## config.mk

```make
export PLATFORM = sky130hd
export DESIGN_NAME = loopSequencer
export DESIGN_NICKNAME = d
export VERILOG_FILES = /design/src/common/loop_pkg.sv /design/src/loopStack/loopStack.sv /design/src/loopStack/loopStackRam.sv /design/src/source/loopDecode.sv /design/src/source/loopExecute.sv /design/src/source/loopSequencer.sv /design/src/source/pcSequencer.sv
export VERILOG_INCLUDE_DIRS = /design/src /design/src/common
export SDC_FILE = /design/constraint.sdc
export NUM_CORES = 1
export LEC_CHECK = 0
export BUFFER_PORTS_ARGS = -buffer_cell sky130_fd_sc_hd__buf_2
export CAP_MARGIN = 10
export CORE_MARGIN = 5
export CORE_UTILIZATION = 40
export DETAILED_ROUTE_END_ITERATION = 10
export HOLD_SLACK_MARGIN = 0.05
export PLACE_DENSITY_LB_ADDON = 0.2
export SLEW_MARGIN = 20
export SYNTH_ARGS = -nofsm -noshare
export SYNTH_HDL_FRONTEND = slang
export SYNTH_SLANG_ARGS = --single-unit
export TNS_END_PERCENT = 10
```

## constraint.sdc

```tcl
create_clock -name LPSCLK -period 3.5 [get_ports LPSCLK]
set_input_delay 0.525 -clock LPSCLK [delete_from_list [all_inputs] [get_ports LPSCLK]]
set_output_delay 0.525 -clock LPSCLK [all_outputs]
set_load 0.05 [all_outputs]
```

## src/common/loop_settings.svh

```systemverilog
`ifndef LOOP_SETTINGS_SVH
`define LOOP_SETTINGS_SVH

////////////////////////////////////////
// Loop sequencer sizes
////////////////////////////////////////

// Program address width, shared by pc and the loop start and end fields.
`define LOOP_ADDR_W 9

// Entries in the hardware loop stack.
// The stack pointer carries one extra bit that marks the empty stack.
`define LOOP_DEPTH 4

// Loop counter width, the same as the LDCNT immediate.
`define LOOP_CNT_W 8

`endif

```

## src/common/loop_pkg.sv

```systemverilog
`include "loop_settings.svh"

package loop_pkg;

  ////////////////////////////////////////
  // Opcodes and termination codes
  ////////////////////////////////////////

  // Instruction bits 15..12.
  typedef enum logic [3:0] {
    OP_NOP   = 4'h0,
    OP_DO    = 4'h1,  // Start a hardware loop.
    OP_LDCNT = 4'h2,  // Load the loop counter.
    OP_JUMP  = 4'h3,
    OP_POPLP = 4'h4   // Abandon the innermost loop.
  } opcode_e;

  // Instruction bits 11..9, zero-extended to four bits.
  typedef enum logic [3:0] {
    TC_FOREVER = 4'h0,
    TC_FLAG    = 4'h1,  // Ends on flagIn high at the loop end.
    TC_CE      = 4'h2   // Ends when the counter expires.
  } termCond_e;

  ////////////////////////////////////////
  // Structs
  ////////////////////////////////////////

  // One loop stack entry, 22 bits wide.
  typedef struct packed {
    logic [`LOOP_ADDR_W-1:0] startAddr;
    logic [`LOOP_ADDR_W-1:0] endAddr;
    termCond_e               cond;
  } loopEntry_t;

  typedef struct packed {
    opcode_e                 op;
    logic [`LOOP_ADDR_W-1:0] target;  // DO end address or JUMP destination.
    termCond_e               cond;
    logic [`LOOP_CNT_W-1:0]  count;   // LDCNT value.
  } decodedInstr_t;

endpackage

```

## src/loopStack/loopStack.sv

```systemverilog
`include "loop_settings.svh"

module loopStack import loop_pkg::*; (
  input  logic       LPSCLK,
  input  logic       T_RST,
  input  logic       hold,
  input  logic       pushEn,
  input  logic       popEn,
  input  loopEntry_t pushEntry,
  output loopEntry_t topEntry,
  output logic       loopEmpty,
  output logic       loopFull,
  output logic       loopHas1
);

  localparam int AddrW = $clog2(`LOOP_DEPTH);
  localparam int PtrW  = AddrW + 1;

  logic [PtrW-1:0]  ptr;
  logic [PtrW-1:0]  ptrInc;
  logic [PtrW-1:0]  ptrDec;
  logic             push;
  logic             pop;
  logic             we;

  ////////////////////////////////////////
  // Pointer
  ////////////////////////////////////////

  // Requests against a full or empty stack are dropped here.
  assign push = pushEn && !loopFull;
  assign pop  = popEn && !loopEmpty;

  assign ptrInc = ptr + 1'b1;
  assign ptrDec = ptr - 1'b1;

  // All ones is the empty stack, so the first push lands in entry 0.
  always_ff @(posedge LPSCLK or posedge T_RST) begin
    if (T_RST) begin
      ptr <= '1;
    end else if (!hold && (push || pop)) begin
      ptr <= push ? ptrInc : ptrDec;
    end
  end

  assign loopEmpty = ptr[PtrW-1];
  assign loopFull  = (ptr == PtrW'(`LOOP_DEPTH - 1));
  assign loopHas1  = (ptr == '0);

  ////////////////////////////////////////
  // Storage
  ////////////////////////////////////////

  assign we = push && !hold;  // Hold freezes the array too.

  loopStackRam stackRam (
    .LPSCLK(LPSCLK),
    .we    (we),
    .wa    (ptrInc[AddrW-1:0]),
    .wd    (pushEntry),
    .ra    (ptr[AddrW-1:0]),
    .rd    (topEntry)
  );

endmodule

```

## src/loopStack/loopStackRam.sv

```systemverilog
`include "loop_settings.svh"

module loopStackRam import loop_pkg::*; (
  input  logic                            LPSCLK,
  input  logic                            we,
  input  logic [$clog2(`LOOP_DEPTH)-1:0]  wa,
  input  loopEntry_t                      wd,
  input  logic [$clog2(`LOOP_DEPTH)-1:0]  ra,
  output loopEntry_t                      rd
);

  loopEntry_t cells [`LOOP_DEPTH];

  // Single write port, written on the clock edge.
  always_ff @(posedge LPSCLK) begin
    if (we) begin
      cells[wa] <= wd;
    end
  end

  // The read port is combinational so the top entry is seen at once.
  assign rd = cells[ra];

endmodule

```

## src/source/loopDecode.sv

```systemverilog
`include "loop_settings.svh"

module loopDecode import loop_pkg::*; (
  input  logic [15:0]   instr,
  output decodedInstr_t dec
);

  logic [3:0] opField;
  logic [3:0] condField;

  assign opField   = instr[15:12];
  assign condField = {1'b0, instr[11:9]};  // Three bits in the word.

  // Unknown opcodes fall back to NOP.
  always_comb begin
    case (opField)
      OP_DO,
      OP_LDCNT,
      OP_JUMP,
      OP_POPLP: begin
        dec.op = opcode_e'(opField);
      end
      default: begin
        dec.op = OP_NOP;
      end
    endcase
  end

  // Unknown termination codes behave as a loop that never ends.
  always_comb begin
    case (condField)
      TC_FLAG,
      TC_CE: begin
        dec.cond = termCond_e'(condField);
      end
      default: begin
        dec.cond = TC_FOREVER;
      end
    endcase
  end

  // The target and count fields overlap, each opcode reads its own.
  assign dec.target = instr[`LOOP_ADDR_W-1:0];
  assign dec.count  = instr[`LOOP_CNT_W-1:0];

endmodule

```

## src/source/loopExecute.sv

```systemverilog
`include "loop_settings.svh"

module loopExecute import loop_pkg::*; (
  input  logic                     LPSCLK,
  input  logic                     T_RST,
  input  logic                     hold,
  input  logic [`LOOP_ADDR_W-1:0]  pc,
  input  decodedInstr_t            dec,
  input  logic                     flagIn,
  input  loopEntry_t               topEntry,
  input  logic                     loopEmpty,
  output logic                     pushEn,
  output logic                     popEn,
  output loopEntry_t               pushEntry,
  output logic                     branchBack
);

  logic [`LOOP_CNT_W-1:0]  loopCnt;
  logic [`LOOP_ADDR_W-1:0] nextAddr;
  logic                    loopEnd;
  logic                    terminate;
  logic                    cntDec;

  ////////////////////////////////////////
  // Loop end and terminate decision
  ////////////////////////////////////////

  // A JUMP at the end address leaves the loop without a test.
  assign loopEnd = !loopEmpty && (pc == topEntry.endAddr) && (dec.op != OP_JUMP);

  always_comb begin
    case (topEntry.cond)
      TC_FLAG: begin
        terminate = flagIn;
      end
      TC_CE: begin
        terminate = (loopCnt == `LOOP_CNT_W'(1));  // Last pass of the body.
      end
      default: begin
        terminate = 1'b0;
      end
    endcase
  end

  assign branchBack = loopEnd && !terminate;

  ////////////////////////////////////////
  // Stack controls
  ////////////////////////////////////////

  assign nextAddr = pc + 1'b1;

  // The body starts right after the DO.
  assign pushEn          = (dec.op == OP_DO);
  assign pushEntry.startAddr = nextAddr;
  assign pushEntry.endAddr   = dec.target;
  assign pushEntry.cond      = dec.cond;

  assign popEn = (loopEnd && terminate) || (dec.op == OP_POPLP);

  ////////////////////////////////////////
  // Loop counter
  ////////////////////////////////////////

  assign cntDec = loopEnd && (topEntry.cond == TC_CE);

  // A load wins over a decrement in the same cycle. The count stops at zero.
  always_ff @(posedge LPSCLK or posedge T_RST) begin
    if (T_RST) begin
      loopCnt <= '0;
    end else if (!hold) begin
      if (dec.op == OP_LDCNT) begin
        loopCnt <= dec.count;
      end else if (cntDec && (loopCnt != '0)) begin
        loopCnt <= loopCnt - 1'b1;
      end
    end
  end

endmodule

```

## src/source/loopSequencer.sv

```systemverilog
`include "loop_settings.svh"

module loopSequencer import loop_pkg::*; (
  input  logic                     LPSCLK,
  input  logic                     T_RST,
  input  logic                     hold,
  input  logic [15:0]              instr,
  input  logic                     flagIn,
  output logic [`LOOP_ADDR_W-1:0]  pc,
  output logic                     loopEmpty,
  output logic                     loopFull,
  output logic                     loopHas1
);

  decodedInstr_t dec;
  loopEntry_t    pushEntry;
  loopEntry_t    topEntry;
  logic          pushEn;
  logic          popEn;
  logic          branchBack;

  loopDecode decode (
    .instr(instr),
    .dec  (dec)
  );

  loopExecute execute (
    .LPSCLK    (LPSCLK),
    .T_RST     (T_RST),
    .hold      (hold),
    .pc        (pc),
    .dec       (dec),
    .flagIn    (flagIn),
    .topEntry  (topEntry),
    .loopEmpty (loopEmpty),
    .pushEn    (pushEn),
    .popEn     (popEn),
    .pushEntry (pushEntry),
    .branchBack(branchBack)
  );

  loopStack stack (
    .LPSCLK   (LPSCLK),
    .T_RST    (T_RST),
    .hold     (hold),
    .pushEn   (pushEn),
    .popEn    (popEn),
    .pushEntry(pushEntry),
    .topEntry (topEntry),
    .loopEmpty(loopEmpty),
    .loopFull (loopFull),
    .loopHas1 (loopHas1)
  );

  // Only the start address of the top entry reaches the PC logic.
  pcSequencer sequencer (
    .LPSCLK    (LPSCLK),
    .T_RST     (T_RST),
    .hold      (hold),
    .dec       (dec),
    .branchBack(branchBack),
    .startAddr (topEntry.startAddr),
    .pc        (pc)
  );

endmodule

```

## src/source/pcSequencer.sv

```systemverilog
`include "loop_settings.svh"

module pcSequencer import loop_pkg::*; (
  input  logic                     LPSCLK,
  input  logic                     T_RST,
  input  logic                     hold,
  input  decodedInstr_t            dec,
  input  logic                     branchBack,
  input  logic [`LOOP_ADDR_W-1:0]  startAddr,
  output logic [`LOOP_ADDR_W-1:0]  pc
);

  logic [`LOOP_ADDR_W-1:0] pcNext;

  ////////////////////////////////////////
  // Next address
  ////////////////////////////////////////

  // JUMP first, then the loop branch, then the sequential address.
  always_comb begin
    if (dec.op == OP_JUMP) begin
      pcNext = dec.target;
    end else if (branchBack) begin
      pcNext = startAddr;
    end else begin
      pcNext = pc + 1'b1;  // Wraps at the top of program space.
    end
  end

  ////////////////////////////////////////
  // PC register
  ////////////////////////////////////////

  always_ff @(posedge LPSCLK or posedge T_RST) begin
    if (T_RST) begin
      pc <= '0;
    end else if (!hold) begin
      pc <= pcNext;
    end
  end

endmodule
```

==> results of run 1 <==
cell families (layout without fill, tap and decap cells):
group	count (synthesis)	after routing	share of synthesized area, %
XOR/XNOR	17	17	3.040
adder cells (fa/ha/maj)	11	11	2.810
multiplexers	33	33	12.23
flip-flops	104	104	61.79
AND/OR/NAND/NOR	102	102	12.08
buffers and inverters	25	66	2.145
other	1	4	0.07655
AO/OA/AOI/OAI	46	46	5.824
cell usage after synthesis (6+ instances only):
cell type / n
a21oi_1: 18
mux4_1: 8
xnor2_1: 9
clkbuf_1: 11
nand3b_1: 6
o21ai_0: 6
mux4_2: 11
nand2_1: 8
mux2i_1: 13
xor2_1: 8
nand3_1: 24
nor2_1: 16
nand2b_1: 7
dfrtp_1: 17
inv_1: 9
o31ai_1: 6
ha_1: 11
edfxtp_1: 84
cell usage in the layout (no fill, tap or decap), types with 3 or more instances in the layout:
master,n
a21oi_1,18
a31oi_1,3
and2_1,4
and3_1,4
buf_2,31
buf_4,10
clkbuf_16,9
conb_1,4
dfrtp_1,17
dfstp_2,3
edfxtp_1,84
ha_1,11
inv_1,9
mux2i_1,13
mux4_1,8
mux4_2,11
nand2_1,8
nand2b_1,7
nand3_1,24
nand3b_1,6
nand4_1,4
nor2_1,16
nor2b_1,3
nor3_1,4
nor3b_1,4
nor4_1,4
nor4b_1,3
o21ai_0,6
o22ai_1,3
o31ai_1,6
or2_2,4
xnor2_1,9
xor2_1,8
worst max path at each step:
| stage | from | to |
|---|---|---|
| 5_1_grt | stack.ptr[0] | execute.loopCnt[3] |
| 2_1_floorplan | stack.ptr[2] | stack.stackRam.cells[1][0] |
| 4_1_cts | stack.ptr[0] | execute.loopCnt[3] |
| 6_report | stack.ptr[0] | execute.loopCnt[3] |
| 3_5_place_dp | stack.ptr[0] | execute.loopCnt[3] |
| 3_3_place_gp | stack.ptr[0] | execute.loopCnt[3] |
flip-flops by register name (all words and copies together), names as in the netlist:
signal / cells
stack.ptr: 3
stack.stackRam.cells: 84
sequencer.pc: 9
execute.loopCnt: 8
layer usage:
metal / GRT usage, % / up-vias / part of all wire (%)
li1: - / 1392 / -
met2: 25.04 / 70 / 48
met3: 3.087 / 16 / 4.5
met1: 22.15 / 1503 / 45
met5: 0 / - / 0
met4: 5.241 / 0 / 1.6
through the flow:
step / std cells / instance area (µm²)
2_1_floorplan: 342 / 4910
3_3_place_gp: 514 / 5253
3_5_place_dp: 514 / 5253
4_1_cts: 530 / 5542
5_1_grt: 530 / 5542
6_report: 530 / 5542
report_power, final:
group / switching [mW] / internal [mW]
sequential: 0.171 / 1.49
clock: 0.427 / 0.551
combinational: 0.615 / 0.398
final cells by class:
type                       count  area, µm²
clock buffer                  10      229.0
timing repair buffer          41      230.2
multi-input combinational    213       1778
clock inverter                 6      60.06
tap                          147      183.9
fill                        1083       6470
inverter                       9      33.78
sequential                   104       3027
==> out/qor.yml, run 1 <==
clock_tree:
  postCtsSetupBuffers: 0
  cts-root-buf: "clkbuf_16"
  post_cts_resized: 0
  total_clock_buffers_created_by_cts: 9
  clk_latency_ns: 0.34
  max-clock-path-buffers: 2
  clkSinkCount: 104
  tritoncts_clock_tree: "done"
  clock_pin_transition_on_the_worst_setup_and_hold_timing_paths_ns: 0.07
  h_tree_lvl_count: 3
  cts_hold_buf: 0
worst_setup_path:
  critical-path-slowest-cell: "dfstp_2"
  worst_path_largest_cell_delay_ns: 0.80
  cp-start-kind: "flop"
  cp_num_cells: 7
  arrival_ns: 3.41
  reg2reg_setup_slack_ns: 0.37
  required_ns: 3.78
  critical_path_class: "reg2reg"
  worst_r2r_startpoint: "stack.ptr[0]"
  crit_path_cell_trace: "mux4_1, xnor2_1, o2111ai_1, nor4_4, nand4_2, or4b_1, nand3_1"
  reg2regPathDepth: 7
  cp_max_fo: 14
  r2r-end: "execute.loopCnt[3]"
  cp_num_buf_inv: 0
  critical_path.endpoint_type: "flop"
  timing.critical_path.max_delay_family: "simple AND/OR/NAND/NOR gates"
place:
  placement.io_buffers: 31
  detailedPlacementHpwl_um: 7249
  dp_slack_ns: 0.3514
  globalplace.congestion: 0.8394
route:
  route.vias.total: 2981
  viasPerCell: 5.625
  detail_route.wl_per_cell_um: 20.36
  initialDrtViolationCount: 271
  finalWirelength_um: 10790
  dr.pass1.iters: 4
  antenna_violating_nets_post_route: 0
  drt_drc_violations_left: 0
grt:
  grt_first_pass_wirelength_um: 17370
  grt.overflow.total: 0
  globalRouteTotalUtil_pct: 15.87
  grt_start_max_net_pins: 46
  antenna_found_initial: 0
  grt_pass1_vias: 2993
synthesis:
  number_of_enable_flip_flop_cells_after_synthesis: 84
  synthCells: 339
  synth_warnings: 0
  synthesis.area_per_instance_um2: 14.45
  flip_flop_and_latch_count_after_synthesis: 104
  netlist.area_leader.share_pct: 51.49
  synth_top_flop_cell: "edfxtp_1"
  number_of_unique_standard_cell_types_used_by_synthesis: 47
  synth_top_area_cells: "edfxtp_1, dfrtp_1, mux4_2, mux4_1, ha_1"
  synth_async_sr_flop_share_pct: 19.23
  mappedNetlistArea_um2: 4898
  synth.yosys.seq_area_share_pct: 61.79
  netlist.top_cell.by_area: "edfxtp_1"
sta:
  slew_headroom_pct: 44.00
  tightest_slew_ns: 0.8391
  layout_worst_path_cycle_share_pct: 89.47
  final_max_slew_viol_count: 0
  grt_setup_unrepaired: "false"
  finalCriticalPeriod_ns: 3.132
  tns_ns: 0
  fin_worst_hold_slack_ns: 0.3413
  timing.final.hold_violations: 0
  setup_viol_count_final: 0
  post-route-worst-setup-slack_ns: 0.3685
  clock_skew_ns: 0.003237
  max_clock_freq_mhz: 319.3
worst_hold_path:
  hold_path_class: "in2async"
status:
  outcome: "completed"
floorplan:
  dieArea_um2: 14560
  coreArea_um2: 12010
  io_pins: 32
  chipHeight_um: 120.7
  placement_rows: 40
  floorplan.initialDensity_pct: 40.78
  die_w_um: 120.7
power_and_ir_drop:
  power.total_mw: 3.655
  p_leak_nw: 2.047
  peakVddDrop_mv: 0.2681
  p_per_area_nw_per_um2: 659.6
layout:
  insertedDiodeCount: 0
  final_net_count: 409
  drive_gt1_share_pct: 19.84
  area_delta_synth_final_pct: 13.13
  final_core_utilization_pct: 46.14
job:
  timing.max_cap.violations: 0
(Power assumes the default switching activity.)
==> run 2, diff against run 1 <==
Settings changed: CORE_UTILIZATION 40 to 45.
==> out/qor.yml, run 2 (synthesis gave the netlist of run 1 again) <==
layout:
  final_core_utilization_pct: 50.38  # +4.2 points
  multi_input_comb_area_um2: 1778  # unchanged
  insertedDiodeCount: 0  # unchanged
  area_delta_synth_final_pct: 10.52
  most_common_library_cell_in_the_layout_ignoring_fill_and_taps: "edfxtp_1"
  final_net_count: 408  # -0.24%
  largest-register: "stack.stackRam.cells"
  final_instance_area_um2: 5414  # -2.3%
  layout.cells.most_common_list: "edfxtp_1, buf_2, nand3_1"
  drive_gt1_share_pct: 19.90  # +0.052 points
  largest_register_ff_count: 84  # unchanged
  filler_cell_count: 944  # -13%
  largest_registers_ranked_by_flip_flop_count: "stack.stackRam.cells (84), sequencer.pc (9), execute.loopCnt (8)"
  seq_area_um2: 3027  # unchanged
grt:
  grt_pass1_vias: 2989  # -0.13%
  antenna_found_initial: 0  # unchanged
  grt.overflow.total: 0  # unchanged
  grt_start_max_net_pins: 46  # unchanged
  globalRouteTotalUtil_pct: 17.54  # +1.7 points
  busiest_layer: "met2"
  grt_first_pass_wirelength_um: 17230  # -0.79%
  grt_use_met3_pct: 3.541  # +0.45 points
  met1_demand_to_capacity_share_in_global_routing_pct: 24.90  # +2.8 points
  groute.layer.met2.usage_pct: 27.52  # +2.5 points
sta:
  tns_ns: 0  # unchanged
  layout_worst_path_cycle_share_pct: 88.74  # -0.73 points
  final_max_slew_viol_count: 0  # unchanged
  grt_setup_unrepaired: "false"
  setup_viol_count_final: 0  # unchanged
  timing.final.hold_violations: 0  # unchanged
  slew_headroom_pct: 40.93  # -3.1 points
  clock_skew_ns: 0.01623  # +0.01299 ns
  finalCriticalPeriod_ns: 3.106  # -0.02557 ns
  tightest_slew_ns: 0.8851  # +0.04598 ns
  max_clock_freq_mhz: 322.0  # +0.82%
worst_setup_path:
  cp-start-kind: "flop"
  timing.critical_path.max_delay_family: "simple AND/OR/NAND/NOR gates"
  cp_num_cells: 7  # unchanged
  critical_path_class: "reg2reg"
  required_ns: 3.81  # +0.03 ns
  worst_setup_path_startpoint: "stack.ptr[0]"
  critical-path-slowest-cell: "dfstp_2"
  crit_path_cell_trace: "mux4_1, xnor2_1, o2111ai_1, nor4_4, nand4_2, or4b_1, nand3_1"
  cp_num_buf_inv: 0  # unchanged
  arrival_ns: 3.42  # about the same
  critical_path.endpoint_type: "flop"
  worst_r2r_startpoint: "stack.ptr[0]"
  reg2reg_setup_slack_ns: 0.39  # +0.03 ns
  worst_path_largest_cell_delay_ns: 0.82  # +0.02 ns
  cp_max_fo: 14  # unchanged
  r2r-end: "execute.loopCnt[3]"
  reg2regPathDepth: 7  # unchanged
power_and_ir_drop:
  power.total_mw: 3.377  # -7.6%
  p_leak_nw: 1.990  # -2.8%
  p_per_area_nw_per_um2: 623.7  # -5.4%
  peakVddDrop_mv: 0.2647  # -1.2%
clock_tree:
  h_tree_lvl_count: 3  # unchanged
  postCtsSetupBuffers: 0  # unchanged
  total_clock_buffers_created_by_cts: 9  # unchanged
  clkSinkCount: 104  # unchanged
  tritoncts_clock_tree: "done"
  post_cts_resized: 0  # unchanged
  cts_hold_buf: 0  # unchanged
  max-clock-path-buffers: 2  # unchanged
  clk_latency_ns: 0.37  # +0.03 ns
  cts-root-buf: "clkbuf_8"
  clock_pin_transition_on_the_worst_setup_and_hold_timing_paths_ns: 0.11  # +0.04 ns
route:
  antenna_violating_nets_post_route: 0  # unchanged
  viasPerCell: 5.791  # +3.0%
  finalWirelength_um: 10800  # about the same
  detail_route.wl_per_cell_um: 20.69  # +1.6%
  route.vias.total: 3023  # +1.4%
  dr.pass1.iters: 4  # unchanged
  drt_drc_violations_left: 0  # unchanged
  initialDrtViolationCount: 224  # -17%
place:
  globalplace.congestion: 0.8224  # -2.0%
  detailedPlacementHpwl_um: 7091  # -2.2%
  placement.io_buffers: 31  # unchanged
  placement.cell_area_um2: 5236  # -0.31%
worst_hold_path:
  hold_path_class: "in2async"
floorplan:
  chipHeight_um: 114.3  # -5.2%
  placement_rows: 38  # -5.0%
  io_pins: 32  # unchanged
  dieArea_um2: 13070  # -10%
  die_w_um: 114.3  # -5.2%
  floorplan.initialDensity_pct: 45.59  # +4.8 points
  coreArea_um2: 10750  # -11%
status:
  outcome: "completed"
job:
  timing.max_cap.violations: 0  # unchanged
==> run 2: metal layers <==
layer	vias up	wire, µm	part of all wire, %
met5	-	0	0
met4	0	174	1.6
met3	14	716	6.6
met2	100	5195	48
met1	1519	4713	44
li1	1390	-	-
==> run 2: worst reg2reg max path: cells and delay by family (launching register included) <==
family,cells,cell delay (ns)
mux,1,0.65
compound gates,1,0.19
xor+xnor,1,0.15
simple gates,4,1.23
flops,1,0.82
==> run 2: through the flow <==
step,hold slack [ns],instances,setup slack [ns]
after global routing,0.3862,522,0.08631
after CTS,0.3404,522,0.3730
after global placement,0.5685,506,0.4513
after floorplan,0.4866,342,0.6612
after detailed placement,0.5678,506,0.3932
final,0.3237,522,0.3940
==> run 2: area by class of cell <==
class,instances,share of cell area [%]
Clock buffer,10,2.357
Clock inverter,6,0.9244
Inverter,9,0.6240
Multi-Input combinational cell,213,32.84
Sequential cell,104,55.90
Tap cell,140,3.235
Timing Repair Buffer,40,4.114
==> run 2: worst max-delay path by stage <==
stage | to | slack [ns]
after floorplan | stack.stackRam.cells[1][0] | 0.66
after global placement | execute.loopCnt[3] | 0.45
after detailed placement | execute.loopCnt[3] | 0.39
after CTS | execute.loopCnt[3] | 0.37
after global routing | execute.loopCnt[3] | 0.09
final | execute.loopCnt[3] | 0.39
==> run 2: where the power goes <==
group	switching (mW)	internal (mW)	total, mW
clock	0.430	0.270	0.700
combinational	0.621	0.398	1.02
sequential	0.166	1.49	1.66
total	1.22	2.16	3.38
==> run 3, diff against run 2 <==
Settings changed: PLACE_DENSITY_LB_ADDON 0.2 to default.
==> out/qor.yml, run 3 (synthesis gave the netlist of run 1 again) <==
sta:
  setup_viol_count_final: 0  # unchanged
  finalCriticalPeriod_ns: 3.110  # +0.004202 ns
  layout_worst_path_cycle_share_pct: 88.86  # +0.12 points
  fin_worst_hold_slack_ns: 0.3264  # +0.002692 ns
  tightest_slew_ns: 0.9250  # +0.03990 ns
  grt_setup_unrepaired: "false"
  clock_skew_ns: 0.005819  # -0.01041 ns
  slew_headroom_pct: 38.11  # -2.8 points
  tns_ns: 0  # unchanged
  final_max_slew_viol_count: 0  # unchanged
  timing.final.hold_violations: 0  # unchanged
  max_clock_freq_mhz: 321.5  # -0.14%
  post-route-worst-setup-slack_ns: 0.3898  # -0.004202 ns
job:
  timing.max_cap.violations: 0  # unchanged
power_and_ir_drop:
  p_leak_nw: 1.994  # +0.20%
  p_per_area_nw_per_um2: 623.0  # -0.10%
  peakVddDrop_mv: 0.2277  # -14%
  power.total_mw: 3.380  # +0.10%
worst_setup_path:
  required_ns: 3.80  # about the same
  cp-start-kind: "flop"
  crit_path_cell_trace: "mux4_1, xnor2_1, o2111ai_1, nor4_4, nand4_2, or4b_1, nand3_1"
  cp_num_buf_inv: 0  # unchanged
  critical_path.endpoint_type: "flop"
  critical_path_class: "reg2reg"
  worst_path_largest_cell_delay_ns: 0.81  # about the same
  cp_max_fo: 14  # unchanged
  critical-path-slowest-cell: "dfstp_2"
  arrival_ns: 3.41  # about the same
  timing.critical_path.max_delay_family: "simple AND/OR/NAND/NOR gates"
layout:
  largest-register: "stack.stackRam.cells"
  most_common_library_cell_in_the_layout_ignoring_fill_and_taps: "edfxtp_1"
  drive_gt1_share_pct: 19.90  # unchanged
  filler_cell_count: 945  # +0.11%
  layout.cells.most_common_list: "edfxtp_1, buf_2, nand3_1"
  final_instance_area_um2: 5425  # +0.21%
  insertedDiodeCount: 0  # unchanged
  layoutNonFillerInstCount: 522  # unchanged
  largest_register_ff_count: 84  # unchanged
  final_net_count: 408  # unchanged
  final_core_utilization_pct: 50.49  # +0.10 points
  area_delta_synth_final_pct: 10.75
  largest_registers_ranked_by_flip_flop_count: "stack.stackRam.cells (84), sequencer.pc (9), execute.loopCnt (8)"
route:
  drt_drc_violations_left: 0  # unchanged
  detail_route.wl_per_cell_um: 20.27  # -2.0%
  initialDrtViolationCount: 210  # -6.3%
  antenna_violating_nets_post_route: 0  # unchanged
  viasPerCell: 5.734  # -0.99%
  dr.pass1.iters: 5  # +1
  route.vias.total: 2993  # -0.99%
  finalWirelength_um: 10580  # -2.0%
floorplan:
  die_w_um: 114.3  # unchanged
  io_pins: 32  # unchanged
  coreArea_um2: 10750  # unchanged
  placement_rows: 38  # unchanged
  chipHeight_um: 114.3  # unchanged
  dieArea_um2: 13070  # unchanged
  floorplan.initialDensity_pct: 45.59  # unchanged
grt:
  antenna_found_initial: 0  # unchanged
  globalRouteTotalUtil_pct: 17.19  # -0.35 points
  grt.overflow.total: 0  # unchanged
  grt_pass1_vias: 2905  # -2.8%
  grt_first_pass_wirelength_um: 16680  # -3.2%
  grt_start_max_net_pins: 45  # -2.2%
place:
  detailedPlacementHpwl_um: 6999  # -1.3%
  dp_slack_ns: 0.3857  # -0.007537 ns
  globalplace.congestion: 0.8139  # -1.0%
  numPlacedInstances: 506  # unchanged
  placement.cell_area_um2: 5236  # unchanged
  placement.io_buffers: 31  # unchanged
clock_tree:
  total_clock_buffers_created_by_cts: 9  # unchanged
  clock_pin_transition_on_the_worst_setup_and_hold_timing_paths_ns: 0.10  # about the same
  post_cts_resized: 0  # unchanged
  cts_hold_buf: 0  # unchanged
  h_tree_lvl_count: 3  # unchanged
  clkSinkCount: 104  # unchanged
  tritoncts_clock_tree: "done"
  cts-root-buf: "clkbuf_8"
  clk_latency_ns: 0.36  # about the same
  max-clock-path-buffers: 2  # unchanged
  postCtsSetupBuffers: 0  # unchanged
status:
  outcome: "completed"
worst_hold_path:
  hold_path_class: "in2async"
[run 3: path summary, 6_finish.rpt]
check / cells past startpoint / slack (ns) / start / endpoint
hold / removal: 2 / 0.33 / T_RST / execute.loopCnt[5]
setup reg to reg: 7 / 0.39 / stack.ptr[0] / execute.loopCnt[3]
hold reg to reg: 2 / 0.59 / execute.loopCnt[5] / execute.loopCnt[5]
setup / recovery: 7 / 0.39 / stack.ptr[0] / execute.loopCnt[3]
min in group LPSCLK: 1 / 0.41 / instr[8] / stack.stackRam.cells[1][11]
max in group asynchronous: 2 / 2.64 / T_RST / sequencer.pc[1]
[run 3: layer usage]
metal  global-route usage (%)  share of wire, %  vias up  routed length [µm]
li1                         -                 -     1390                   -
met4                    6.097               1.4        0                 144
met5                        0                 0        -                   0
met2                    27.52                49       78                5209
met1                    23.93                45     1517                4765
met3                    2.801               4.3        8                 459
[run 3: layout make-up]
type / count / area (µm²) / share of cell area (%)
repair buffers: 40 / 222.7 / 4.105
flip-flops and latches: 104 / 3027 / 55.79
inverters: 9 / 33.78 / 0.6227
well taps: 140 / 175.2 / 3.229
clock buffers: 9 / 123.9 / 2.283
clock inverters: 7 / 65.06 / 1.199
multi-input cells: 213 / 1778 / 32.77
[run 3: worst register-to-register path: stages, from the launching register on]
cell       delay (ns)
dfstp_2          0.81
mux4_1           0.65
xnor2_1          0.16
o2111ai_1        0.19
nor4_4           0.43
nand4_2          0.18
or4b_1           0.53
nand3_1          0.09
[run 3: report_power, final]
group / total [mW] / internal, mW / switching [mW] / leakage [nW]
sequential: 1.66 / 1.49 / 0.164 / 0.961
combinational: 1.01 / 0.398 / 0.614 / 0.940
clock: 0.713 / 0.274 / 0.439 / 0.0925
